[src/div_pkg.sv]
`default_nettype none

package div_pkg;

    localparam int xlen   = 64;
    localparam int log2_w = 7;                 // Leading-one position width
    localparam int cnt_w  = 5;                 // Core step counter width

    // Bit 1 of the operation code selects remainder and bit 0 selects unsigned
    localparam logic [1:0] op_div  = 2'b00;
    localparam logic [1:0] op_divu = 2'b01;
    localparam logic [1:0] op_rem  = 2'b10;
    localparam logic [1:0] op_remu = 2'b11;

    // Last core counter value before the output register
    localparam logic [cnt_w-1:0] div_iters_q = 5'd14;
    localparam logic [cnt_w-1:0] div_iters_r = 5'd15;

    // Core schedule points
    localparam logic [cnt_w-1:0] nr_last_step = 5'd9;    // Last Newton-Raphson update
    localparam logic [cnt_w-1:0] q_est_step   = 5'd10;   // Reciprocal times dividend
    localparam logic [cnt_w-1:0] remul_step   = 5'd11;   // Quotient times divisor

    // Whole-unit latency from the op_valid sample edge to the result_valid sample edge
    localparam int lat_quot = 17;
    localparam int lat_rem  = 18;

    // Fixed-point constants in Q64
    localparam logic [65:0]  recip_c32 = 66'h1e1e1e1e1e1e1e1e1;   // 32/17
    localparam logic [65:0]  recip_c48 = 66'h2d2d2d2d2d2d2d2d2;   // 48/17
    localparam logic [128:0] fix_one   = 129'h1_0000_0000_0000_0000;

endpackage

`default_nettype wire

[src/div_decode.sv]
`default_nettype none

module div_decode
    import div_pkg::*;
(
    input  wire             clk,
    input  wire             rst,
    input  wire             op_valid,
    input  wire [1:0]       op,
    input  wire             word,
    input  wire [xlen-1:0]  a,
    input  wire [xlen-1:0]  b,
    input  wire             core_valid,
    output logic            start,
    output logic            do_rem,
    output logic [xlen-1:0] mag_a,
    output logic [xlen-1:0] mag_b,
    output logic            negate,
    output logic            div_zero,
    output logic            overflow,
    output logic            is_rem,
    output logic            is_word,
    output logic [xlen-1:0] orig_a,
    output logic            busy
);

    logic            uns;
    logic            rem_op;
    logic [xlen-1:0] a_ext;
    logic [xlen-1:0] b_ext;
    logic            sign_a;
    logic            sign_b;
    logic [xlen-1:0] min_val;
    logic            zero_n;
    logic            ovf_n;
    logic            done_d;

    assign uns    = (op == op_divu) || (op == op_remu);
    assign rem_op = (op == op_rem) || (op == op_remu);

    always_comb begin
        if (word) begin
            a_ext = uns ? {32'b0, a[31:0]} : {{32{a[31]}}, a[31:0]};
            b_ext = uns ? {32'b0, b[31:0]} : {{32{b[31]}}, b[31:0]};
        end else begin
            a_ext = a;
            b_ext = b;
        end
    end

    assign sign_a  = !uns && a_ext[xlen-1];
    assign sign_b  = !uns && b_ext[xlen-1];
    assign min_val = word ? 64'hffff_ffff_8000_0000 : 64'h8000_0000_0000_0000;
    assign zero_n  = (b_ext == '0);
    assign ovf_n   = !uns && (a_ext == min_val) && (b_ext == '1);

    // Operand registers loaded once per operation
    always_ff @(posedge clk) begin
        if (op_valid) begin
            mag_a    <= sign_a ? -a_ext : a_ext;
            mag_b    <= (zero_n || ovf_n) ? 64'd1 : (sign_b ? -b_ext : b_ext);  // Safe divisor
            negate   <= rem_op ? sign_a : (sign_a ^ sign_b);
            div_zero <= zero_n;
            overflow <= ovf_n;
            is_rem   <= rem_op;
            is_word  <= word;
            orig_a   <= a;
        end
    end

    assign do_rem = is_rem;                    // Held until the next operation

    always_ff @(posedge clk) begin
        if (rst) begin
            start  <= 1'b0;
            busy   <= 1'b0;
            done_d <= 1'b0;
        end else begin
            start  <= op_valid;
            done_d <= core_valid;              // Result register fills this cycle
            if (op_valid) begin
                busy <= 1'b1;
            end else if (done_d) begin
                busy <= 1'b0;
            end
        end
    end

endmodule

`default_nettype wire

[config.mk]
export PLATFORM = sky130hd
export DESIGN_NAME = div_decode
export DESIGN_NICKNAME = d
export VERILOG_FILES = /design/src/div_pkg.sv /design/src/div_decode.sv
export SDC_FILE = /design/constraint.sdc
export NUM_CORES = 1
export LEC_CHECK = 0
export ABC_AREA = 1
export BUFFER_PORTS_ARGS = -buffer_cell sky130_fd_sc_hd__buf_2
export CAP_MARGIN = 20
export CORE_MARGIN = 2
export CORE_UTILIZATION = 25
export DETAILED_ROUTE_END_ITERATION = 10
export HOLD_SLACK_MARGIN = 0.08
export PLACE_DENSITY = 0.54
export SYNTH_ARGS = -nofsm -noshare
export SYNTH_HDL_FRONTEND = slang
export SYNTH_SLANG_ARGS = --single-unit
[constraint.sdc]
create_clock -name clk -period 3.3 [get_ports clk]
set_input_delay 0.66 -clock clk [delete_from_list [all_inputs] [get_ports clk]]
set_output_delay 0.66 -clock clk [all_outputs]
set_load 0.02 [all_outputs]
Word level (Yosys, flattened, before mapping)
Cells that the tools add are included.
{ "word_totals": {"reg_bits": 200, "latch_bits": 0, "ramBits": 0, "rom_bits": 0, "in_bits": 135, "output_inout_bits": 200, "elab_cells": 39, "mem_count": 0} }
{ "classes": {"n_addsub": 2, "n_mul": 0, "n_div": 0, "magnitude_cmp": 0, "n_eq_ne": 5, "n_shift": 0, "mux": 10, "bitwise": 1, "n_reduce_logical": 10} }
{ "op_table": {"columns": ["cell", "count"], "rows": [
  ["64-bit two-way mux", 6],
  ["64-bit negation", 2],
  ["64-bit equality test", 1],
  ["64-bit equality test, second input constant", 1],
  ["64-bit zero test", 1],
  ["63-bit two-way mux", 1],
  ["2-bit equality test, second input constant", 2],
  ["1-bit logical AND", 4],
  ["1-bit logical OR", 3],
  ["1-bit two-way mux", 3],
  ["2-bit by 1-bit equality test with 1-bit output, second input constant", 1],
  ["2-bit nonzero test", 1],
  ["1-bit zero test", 1],
  ["1-bit XOR", 1]
]} }

Longest topological paths before layout
Gate-level depths: netlist (run 1).
{ "logic_depth": {"depth_word": 8, "depth_mapped": 15, "depth_no_buf": 13} }

Worst setup path before layout (run 1)
OpenSTA, ideal clock, no wires.
{ "synth_path": {"kind": "input to register", "startpoint": "input port b[0]", "endpoint": "register mag_b[40], data pin", "setup_ns": 0.252, "arrival_time_ns": 1.942, "required_ns": 3.048, "setup_slack_ns": 1.106, "stages": 10, "path_buffers": 0, "path_cell_list": "inv_1 -> ha_1 -> inv_1 -> nor3_1 -> inv_1 -> nor2_1 -> nand4_1 -> or2_1 -> nand3_1 -> nand2_1"} }
{ "synth_via": {"elab_chain_len": 5, "elab_cells_between_ends": 8, "cone_classes": "add/sub: 1; eq/ne: 1; mux: 3; reduce/logical: 3"} }
{ "synth_lines": {"columns": ["item", "line_no", "text"], "rows": [
  ["start: declaration", "div_decode.sv:12", "input wire [xlen-1:0] b,"],
  ["64-bit two-way mux", "div_decode.sv:44", "b_ext = uns ? {32'b0, b[31:0]} : {{32{b[31]}}, b[31:0]};"],
  ["64-bit two-way mux *", "div_decode.sv:42", "if (word) begin"],
  ["parallel branches: the longest is 3 deep, another holds 64-bit negation", null, null],
  ["end signal: assignment", "div_decode.sv:61", "mag_b <= (zero_n || ovf_n) ? 64'd1 : (sign_b ? -b_ext : b_ext);"],
  ["end: declaration", "div_decode.sv:17", "output logic [xlen-1:0] mag_b,"]
]} }
Mark *: on every way between the ends.
A chain may end at the register's enable or synchronous reset.

Worst setup path after layout (run 1)
{ "layout_path": {"startpoint": "input port word", "endpoint": "register mag_a[56], data pin"} }
{ "layout_via": {"elab_chain_len": 3, "elab_cells_between_ends": 4, "cone_classes": "add/sub: 1; mux: 2; reduce/logical: 1"} }
{ "layout_lines": {"columns": ["item", "line_no", "text"], "rows": [
  ["start: declaration", "div_decode.sv:10", "input wire word,"],
  ["64-bit two-way mux *", "div_decode.sv:42", null],
  ["64-bit negation / 1-bit logical AND (equally long branches)", "div_decode.sv:60, div_decode.sv:51", null],
  ["64-bit two-way mux *", "div_decode.sv:60", "mag_a <= sign_a ? -a_ext : a_ext;"],
  ["end signal: assignment", "div_decode.sv:60", null],
  ["end: declaration", "div_decode.sv:16", "output logic [xlen-1:0] mag_a,"]
]} }
Mark *: on every way between the ends. The rest lies on a longest branch, timed or not.

==> results of run 1 <==
area by class of cell:
| type | count | area, um2 |
|---|---|---|
| Timing Repair Buffer | 355 | 1940 |
| Inverter | 161 | 607 |
| Sequential cell | 199 | 5950 |
| Clock inverter | 15 | 203 |
| Tap cell | 615 | 769 |
| Multi-Input combinational cell | 1092 | 5230 |
| Clock buffer | 17 | 425 |
| Antenna cell | 1 | 2.50 |
| Fill cell | 5145 | 32500 |
state kept, by name, indices dropped and copies added (netlist names):
name      count
mag_b        64
do_rem        1
is_word       1
busy          1
orig_a       63
done_d        1
negate        1
mag_a        64
overflow      1
start         1
div_zero      1
synth_stat cells, types with 16 or more instances:
library cell  number  share of area (%)
buf_2             16               0.66
edfxtp_1         196                 49
inv_1            154                4.8
nand2_1          455                 14
nand3_1          115                4.8
nand4_1           48                2.5
nor2_1           233                7.3
nor2_2            20                1.0
nor3_1            21               0.87
o21ai_0           34                1.4
xnor2_1           26                1.9
xor2_1            63                4.6
layer usage:
metal	wire length (um)	GRT usage, %	share of wire, %
met1	20400	23.8	42
met2	23800	33.7	49
met3	3040	4.38	6.3
met4	1180	6.28	2.4
met5	0	0	0
cell usage in the layout (no fill, tap or decap), types with 5 or more instances in the layout:
cell type  count
nor2_2        20
inv_1        154
nand2_2       14
buf_2        333
clkbuf_16     17
nor3_1        21
xnor2_1       26
inv_8          6
o21ai_0       34
nor2_1       232
edfxtp_1     196
nand3b_1       5
a21oi_1       11
nand3_2       12
xor2_1        63
nand4_1       48
nand3_1      115
o21ai_1        7
buf_12         8
buf_4         13
inv_2          6
nand2_1      455
o21ai_2        6
inv_12         5
worst paths after layout:
path,from,to,slack (ns),cells after the start
min reg2reg,busy$_SDFFE_PP0P_,busy$_SDFFE_PP0P_,0.47,2
max reg2reg,busy$_SDFFE_PP0P_,busy$_SDFFE_PP0P_,2.73,2
max,word,mag_a[56]$_DFFE_PP_,0.85,13
min,a[0],mag_a[0]$_DFFE_PP_,0.35,1
power by group:
group,internal [uW],switching (uW)
combinational,480,1140
clock,1060,1220
sequential,3090,83.0
critical path: stages:
cell and delay, ns:
buf_2 0.25, inv_4 0.19, buf_12 0.22, nand2_1 0.18, nand2_1 0.08, nor2_1 0.16, nand3_1 0.16, inv_1 0.14
nand2_1 0.08, o21ai_2 0.29, nand3b_1 0.11, nand2_1 0.10, inv_1 0.04
cells by family after synthesis:
kind of cell / share of synthesized area [%]
fa+ha+maj: 0.312
flops: 49.3
xor+xnor: 6.47
simple gates: 33.7
compound gates: 2.88
buf+inv: 7.30
metrics by stage:
step	setup WS (ns)	area [um2]	util, %	instances
after floorplan	1.11	12000	-	1490
final	0.850	15100	31.7	2455
after CTS	0.874	15100	31.7	2454
after global placement	0.378	14500	30.4	2422
after detailed placement	0.328	14500	30.4	2422
after global routing	0.709	15100	31.7	2454
==> results.md, run 1 <==
Synth:
- The number of nets in the synthesized netlist is 1628.
- The synthesized cell area is 12000 um2.
- The dominant register cell in the synthesized netlist is edfxtp_1.
- The count of different cell masters after synthesis is 39.
- The number of flops mapped to enable cells by yosys is 196.
- Of all flip-flops after synthesis, the portion carrying an async set or reset was 0%.
- In this run, synthesis produced a sequential element count of between 150 and 200.
- The number of warnings printed during yosys synthesis is 0.
- The gate count after technology mapping is ~1500.
- The portion of the post-synthesis area used by sequential elements is between 40 and 50%.
- The average size of a mapped cell is 8.09 um2.

Global routing:
- The via count of the first global-routing pass is between 10000 and 15000.
- The initial antenna violation count came to 1.
- The overall global routing resource usage is between 10% and 20%.
- The total overflow left after global routing is 0.
- Entering global routing, the biggest net connects between 60 and 70 pins.
- The global-route wire length before repair is 70.8 mm.

Routing:
- In the final routed layout, each cell accounts on average for 19.7 um.
- Across all layers, the routed design uses approximately 11000 vias.
- The via density per instance is ~4.6.
- The total iterations of the first detailed-routing run is 8.
- After detailed routing, the number of remaining DRC violations is 2.
- Wires add up to around 48 mm.
- The initial detailed-routing violation count is 851.
- The post-route antenna net violation count is 0.

Pwr:
- Summed over all cells, the static leakage comes to slightly below 0.007 uW.
- The power density normalized to cell area is ~470 nW/um2.
- The total power consumption of the routed design is a little over 7000 uW.
- The maximum vdd ir drop is roughly 0.37 mV.

Clock tree:
- Counting every sink on the clock net gives 199.
- Clock-pin slew was measured on the worst setup and hold paths at roughly 0.09 ns.
- The count of hold buffers inserted by post-cts repair is 0.
- The H-tree generated during clock tree synthesis spans 4 levels.
- The number of gates given a new drive strength after cts is 0.
- The CTS buffer count is 17.
- The root buffer cell chosen for the clock tree is clkbuf_16.
- Clock latency on the worst-skew pair, taken at its later pin, is 0.49 ns.
- The clock tree from TritonCTS is built.
- No sink is reached through more buffers than the 2 on the longest clock path.
- The number of setup buffers added after CTS is 0.

Worst setup path:
- The data required time of the critical path is 3.56 ns.
- Along the worst path, the maximum fanout reaches 42.
- The arrival time of the worst setup path is between 2 and 3 ns.
- The type of the setup path with the least slack is input port to register.
- The endpoint type of the worst setup path is a register.
- The startpoint kind of the worst setup timing path is an input port.

Layout:
- Cells with a size suffix above 1 make up around a quarter of the layout.
- The area added between synthesis and finish is 25.5%.
- After the last flow step, the layout net total stands at 1964.

STA:
- In this run the tightest slew margin relative to its limit is between 50 and 60%.
- Setup violations remaining at the end of the flow were counted as 0.
- The count of final max-slew check failures is 0.
- The worst path in the final design needs a cycle of 2.45 ns, including I/O delays and setup.
- The worst slack on hold paths is between 0.3 and 0.4 ns.
- The worst clock skew on the final layout is a little under 0.0001 ns.
- The fmax is around 410 MHz.
- Setup repair after global routing left no endpoint under its margin.
- Adding up every negative setup slack in the final design gives 0 ns.
- The transition time at the pin with the least slew margin is about 0.67 ns.
- The total count of hold-check failures in the final report is 0.
- Dividing the final minimum period by the clock period gives 74.2%.

Flow run:
- Max-cap violations in this run came to 0.

Floorplan:
- Once the floorplan was initialized, standard cells occupied between 20% and 30% of the core.
- The number of I/O pins is between 300 and 400.
- The floorplan die height is 224 um.
- The floorplan has 80 rows.
- The core region is approximately 48000 um2.
- The die covers between 40000 and 50000 um2.
- The die extent in x is between 200 and 250 um.

Place:
- Routability-driven placement finished with a final weighted congestion of about 0.93.
- The HPWL after detailed placement is 39.4 mm.
- The number of buffer cells added on primary ports is 334.

Outcome:
- The flow ran to the end, but the final reports show violations.
- The final reports fail on design-rule violations.

Min path:
- In this run the worst hold path is classified as input port to register.
Power figures use the tool's default switching activity.
==> run 2, diff against run 1 <==
- clock period: 3.3 -> 2.4 ns (I/O delays scaled with it)
==> results.md, run 2 (synthesized netlist as in run 1, its figures left out) <==
Global routing:
- The initial antenna violation count is 5.
- The met3 capacity usage during global routing is between 4 and 5%.
- The global routing stage identified its most utilized layer as met2.
- For met1 alone, demand over resource in global routing was roughly a quarter.
- The met2 usage in global routing is between 30 and 40%.
- The total overflow reported by the global router is 0.
- Entering global routing, the biggest net connects 72 pins.
- The global-route wire length before repair is a little over 70 mm.
- The overall global routing resource usage is roughly 20%.
- The via count of the first global-routing pass is between 10000 and 15000.

Clock tree:
- The count of hold buffers inserted by post-cts repair is 0.
- The H-tree generated during clock tree synthesis spans 4 levels.
- Gates resized during post-CTS repair numbered 0.
- The clock reaches the later pin of the worst-skew pair after between 0.4 and 0.5 ns.
- The CTS buffer count is 17.
- The post-CTS clock slew at the launch and capture registers of the worst setup and hold paths is 0.09 ns.
- The clock tree from TritonCTS is built.
- The buffers inserted during post-CTS setup optimization is 0.
- The CTS root buffer is clkbuf_16.
- The maximum count of clock buffers along a single path is 2.
- The number of clock sinks is roughly 200.

Layout:
- The filler cell count in the final layout is slightly above 5000.
- The fraction of final layout cells sized beyond drive strength 1 is a little under a third.
- The area added between synthesis and finish is 34.6%.
- In the final layout, flip-flops and latches occupy approximately 5900 um2.
- The final design area excluding fillers is between 15000 and 20000 um2.
- The final net count is between 2000 and 2500.
- The commonest non-fill, non-tap cell in the layout is nand2_1.
- In the final layout, the registers with the most flip-flops are mag_a (64), mag_b (64), orig_a (63).
- In the layout the commonest cells are nand2_1 (455), buf_2 (333), nor2_1 (232).
- The area of the multi-input gates is between 5000 and 6000 um2.
- For this run, the number of standard cells in the final layout without fillers is about 2600.

Floorplan:
- The floorplan step defined a core boundary enclosing approximately 48000 um2.
- The number of I/O pins is roughly 340.
- The floorplan die height is 224 um.
- The number of core rows is 80.
- The overall die area is around 50000 um2.
- The starting utilization of the core area is between 20% and 30%.
- The die extent in x is 224 um.

Worst setup path:
- The worst-case reg-to-reg path depth is 3.
- The startpoint of the worst register-to-register path is done_d$_SDFF_PP0_.
- Along the worst path, the maximum fanout reaches 34.
- The endpoint of the lowest-slack register-to-register path is busy$_SDFFE_PP0P_.
- STA classifies the critical path endpoint as a register.
- The most critical setup path has its startpoint at b[31].
- The worst setup path is launched from an input port.
- The type of the setup path with the least slack is input port to register.
- For flop-to-flop paths, the worst setup slack is 1.81 ns.
- Data on the critical path arrives at its endpoint at ~2.2 ns.
- The data required time of the critical path is 2.66 ns.

Routing:
- The post-route antenna net violation count is 0.
- In the routed layout, each cell is associated on average with a via count of ~4.5.
- The detailed-route wire length is approximately 49 mm.
- For this block, the via count after detailed routing is between 10000 and 15000.
- The initial detailed-routing violation count is roughly 900.
- In the routed design, unresolved DRC markers number 0.
- In the final routed layout, each cell accounts on average for between 15 and 20 um.
- The pre-antenna-repair detailed-routing pass consisted of 5 iterations.

STA:
- Based on the critical path, the design can be clocked at up to slightly above 500 MHz.
- Setup violations remaining at the end of the flow were counted as 0.
- The portion of the clock cycle consumed by the worst path in the final layout is between 80 and 90%.
- The time the final worst path needs with I/O delays and setup is between 1.5 and 2 ns.
- The sum of negative setup slack is 0 ns.
- The count of final max-slew check failures came to 0.
- The worst clock skew on the final layout is around 0.000042 ns.
- Setup repair after global routing left no endpoint under its margin.
- The worst pin sits at a relative slew slack of approximately 60%.
- The total count of hold-check failures in the final report was 0.
- At the pin with the least slew margin, the transition time is 0.591 ns.

Pwr:
- In this run the static leakage power is 0.00758 uW.
- The maximum vdd ir drop is ~0.32 mV.
- The power density normalized to cell area is around 610 nW/um2.

Place:
- The HPWL after detailed placement is between 40 and 50 mm.
- The number of buffer cells added on primary ports is around 330.
- The cell count after placement is roughly 2600.
- The congestion estimate from routability-driven global placement came to 0.896.
- The placed instance area is 15600 um2.

Min path:
- In this run the worst hold path is classified as input port to register.
- Counting instances, the worst hold path has a depth of 1.
- The worst hold path begins at a[63].
- For hold timing, the worst endpoint is orig_a[63]$_DFFE_PP_.

Outcome:
- The flow ran to the end, and the final reports show no timing, DRC or antenna violations.

Flow run:
- Across the run, the number of max-cap violations was 0.
## run 2: cell types whose count changed in the layout (fill, tap and decap cells not counted), sizes merged
cell    change
inv         -2
diode       +1
clkinv      +2
buf       +146
## run 2: layout make-up
class / instances / share of cell area, %
Clock inverter: 15 / 1.05
Tap cell: 615 / 4.75
Timing Repair Buffer: 501 / 18.9
Antenna cell: 2 / 0.0309
Multi-Input combinational cell: 1092 / 32.3
Sequential cell: 199 / 36.7
Inverter: 161 / 3.74
Clock buffer: 17 / 2.62
## run 2: critical path, cell delays in order
cell,delay [ns]
buf_2,0.14
nand3_2,0.13
buf_12,0.21
buf_12,0.16
nand3_1,0.09
nor2_1,0.25
nand2_1,0.16
nor2_1,0.23
nand3_1,0.18
nand2_1,0.14
nor2_1,0.05
## run 2: where the power goes
part / switching, uW / internal, uW
clock: 1630 / 1410
combinational: 1610 / 815
sequential: 113 / 4250
total: 3350 / 6470
## run 2: how the worst max path moves through the flow
stage | cells past startpoint | end
floorplan | 10 | mag_b[40]$_SDFFCE_PP0P_
global placement | 13 | mag_b[60]$_SDFFCE_PP0P_
detailed placement | 11 | mag_b[2]$_SDFFCE_PP0P_
CTS | 11 | mag_b[2]$_SDFFCE_PP0P_
global route | 13 | mag_a[52]$_DFFE_PP_
finish | 11 | mag_b[2]$_SDFFCE_PP0P_
## run 2: layer usage
metal / part of all wire, % / up-vias / wire length [um]
met5: 0.020 / - / 10
li1: - / 5821 / -
met1: 43 / 5490 / 21200
met4: 2.6 / 2 / 1280
met2: 49 / 422 / 24100
met3: 5.6 / 60 / 2770
## run 2: per-stage QoR
stage / util (%) / hold slack (ns) / total power, uW / worst slack (ns)
finish: 34.0 / 0.162 / 9820 / 0.417
global route: 34.0 / 0.140 / 10300 / 0.256
CTS: 34.0 / 0.120 / 9960 / 0.494
detailed placement: 32.8 / 0.457 / 6880 / -0.0612
global placement: 32.8 / 0.446 / 6890 / -0.0594
floorplan: - / 0.447 / 5710 / 0.386
==> run 3, diff against run 2 <==
- clock period: 2.4 -> 2 ns (I/O delays scaled with it)
==> results.md, run 3 (synthesized netlist as in run 1, its figures left out) <==
Outcome:
- The flow ran to the end, and the final reports show no timing, DRC or antenna violations.

Pwr:
- The power density normalized to cell area is slightly below 700 nW/um2.
- The leakage power is 0.00882 uW.
- IR analysis of the VDD net gives a maximum drop of approximately 0.47 mV.

STA:
- Subtracting the final worst setup slack from the clock period gives 1.85 ns.
- The count of final max-slew check failures is 0.
- Setup violations remaining at the end of the flow were counted as 0.
- On the final layout, the worst hold slack is about 0.12 ns.
- The headroom to the max-slew limit is between 60 and 70%.
- On the final layout, the worst clock skew is ~0.00020 ns.
- The final worst slack is approximately 0.15 ns.
- The total count of hold-check failures in the final report is 0.
- The portion of the clock cycle consumed by the worst path in the final layout is 92.4%.
- The sum of negative setup slack is 0 ns.
- The transition time at the pin with the least slew margin is around 0.5 ns.
- The fmax is between 500 and 600 MHz.

Place:
- The routability congestion estimate is roughly 0.96.
- The worst-case setup slack after placement is -0.470 ns.
- The number of buffer cells added on primary ports is roughly 330.
- Detailed placement ended at an HPWL of ~44 mm.

Layout:
- The largest registers in the layout are mag_a (64), mag_b (64), orig_a (63).
- The library cells used most frequently in the layout, excluding fill and tap cells, are nand2_1 (455), buf_4 (401), buf_2 (333).
- The final net count is between 2000 and 2500.
- The filler cell count in the final layout is about 5000.
- The fraction of final layout cells sized beyond drive strength 1 is a little under two fifths.
- Leaving out fill and tap cells, the most frequent cell in the layout is nand2_1.
- The area added between synthesis and finish is 51.1%.

Worst setup path:
- The worst register-to-register path begins at done_d$_SDFF_PP0_.
- Of all nets on the critical path, the largest fanout is 3.
- The critical path is of the input port to register type.
- The startpoint kind of the worst setup timing path is an input port.
- Data on the critical path is required at its endpoint by between 2 and 2.5 ns.
- The worst-case reg-to-reg path depth is 3.
- The endpoint of the lowest-slack register-to-register path is busy$_SDFFE_PP0P_.
- The arrival time of the worst setup path is 2.09 ns.
- The endpoint type of the worst setup path is a register.
- In this run the register-to-register setup slack is 1.42 ns.

Routing:
- Once detail routing completed, the nets flagged for antenna violations numbered 0.
- The final routed DRC violation total is 0.
- The number of vias after detailed routing is approximately 13000.
- The first detailed-routing pass took 6 iterations.
- Dividing the detail-routed via count by the number of cells gives 4.42.
- The first routing iteration left around 780 violations.
- After detailed routing, the average wire length per cell comes to around 18 um.
- The final layout contains routed wiring with a total length of 51.8 mm.

Clock tree:
- The source-to-sink clock delay at the later pin of the worst-skew pair is approximately 0.48 ns.
- The maximum count of clock buffers along a single path is 2.
- The maximum level of the CTS H-tree is 4.
- The clock tree from TritonCTS is built.
- The buffers inserted during post-CTS setup optimization is 0.
- The number of clock sinks is between 150 and 200.
- Clock-pin slew was measured on the worst setup and hold paths at 0.08 ns.
- The number of clock buffers added by TritonCTS is 17.
- The CTS root buffer is clkbuf_16.

Global routing:
- Entering global routing, the biggest net connects 48 pins.
- The initial antenna violation count is 3.
- Global routing used between 20% and 30% of the available tracks across all layers.
- The global-route wire length before repair is 76.6 mm.
- The total overflow left after global routing is 0.
- The via count of the first global-routing pass came to about 13000.

Floorplan:
- The number of I/O pins is approximately 340.
- The die covers around 50000 um2.
- For this configuration, the core starts out at a cell density of between 20% and 30%.
- The floorplan has 80 rows.
- The placeable core region is between 40000 and 50000 um2.
- The floorplan step set the die height to 224 um.
- From left edge to right edge, the die measures around 220 um.

Min path:
- The number of cells traversed by the worst hold path is 1.
- The path with the worst hold slack has its endpoint at orig_a[20]$_DFFE_PP_.
- In this run the most critical hold path is launched from a[20].
- The worst min-delay path class is input port to register.

Flow run:
- The number of max-cap violations is 0.
[run 3: cell count changes in the layout (fill, tap and decap cells not counted), moves of 2 or more]
cell	change
clkinv_8	-2
nor2_1	-3
nor2_2	+3
buf_4	+244
buf_12	+3
dlygate4sd3_1	+6
[run 3: cell type report]
class	count	area [um2]	area share [%]
Sequential cell	199	5950	32.7
Multi-Input combinational cell	1092	5250	28.8
Timing Repair Buffer	754	5010	27.5
Tap cell	615	769	4.23
Inverter	161	607	3.33
Clock buffer	17	425	2.34
Clock inverter	15	191	1.05
Antenna cell	3	7.51	0.0412
[run 3: per-layer routing]
layer	up-vias	GRT usage, %	wire length (um)
li1	6336	-	-
met1	5888	25.9	22100
met2	359	36.7	25700
met3	48	3.88	2810
met4	2	6.75	1220
met5	-	0	5
[run 3: worst max path at each step]
stage	slack, ns	depth (start not counted)	to	from
6_report	0.15	13	mag_b[42]$_SDFFCE_PP0P_	b[0]
5_1_grt	-0.0001	14	mag_b[1]$_SDFFCE_PP0P_	word
4_1_cts	0.07	13	mag_a[52]$_DFFE_PP_	word
3_5_place_dp	-0.47	13	mag_a[52]$_DFFE_PP_	word
3_3_place_gp	-0.45	13	mag_a[52]$_DFFE_PP_	word
2_1_floorplan	0.07	10	mag_b[40]$_SDFFCE_PP0P_	b[0]
[run 3: repair_timing]
action                                 in CTS  in global routing
resized for setup                           0                  7
endpoints found under the hold margin       7                  0
hold buffers                                6                  0
setup endpoints to repair                   0                  8
[run 3: power breakdown]
part           switching (uW)  internal (uW)  leakage [uW]  total [uW]
sequential                147           5100       0.00194        5240
combinational            2000           1270       0.00658        3270
clock                    1910           1820      0.000304        3730
[run 3: worst max-delay path, stage by stage]
cell	delay (ns)
buf_2	0.11
inv_1	0.07
ha_2	0.22
buf_4	0.12
nand4_1	0.11
inv_1	0.10
nand2_1	0.11
inv_1	0.13
nand3_1	0.15
nand2_1	0.16
nand2_1	0.16
o21bai_1	0.16
nand2_1	0.08
[run 3: through the flow]
| stage | instance area, um2 | power, uW | utilization [%] | std cells |
|---|---|---|---|---|
| final | 18200 | 12200 | 38.2 | 2856 |
| after global routing | 18200 | 12800 | 38.2 | 2854 |
| after CTS | 18200 | 12400 | 38.2 | 2853 |
| after detailed placement | 17500 | 8620 | 36.7 | 2815 |
| after global placement | 17500 | 8610 | 36.7 | 2815 |
| after floorplan | 12000 | 6850 | - | 1490 |
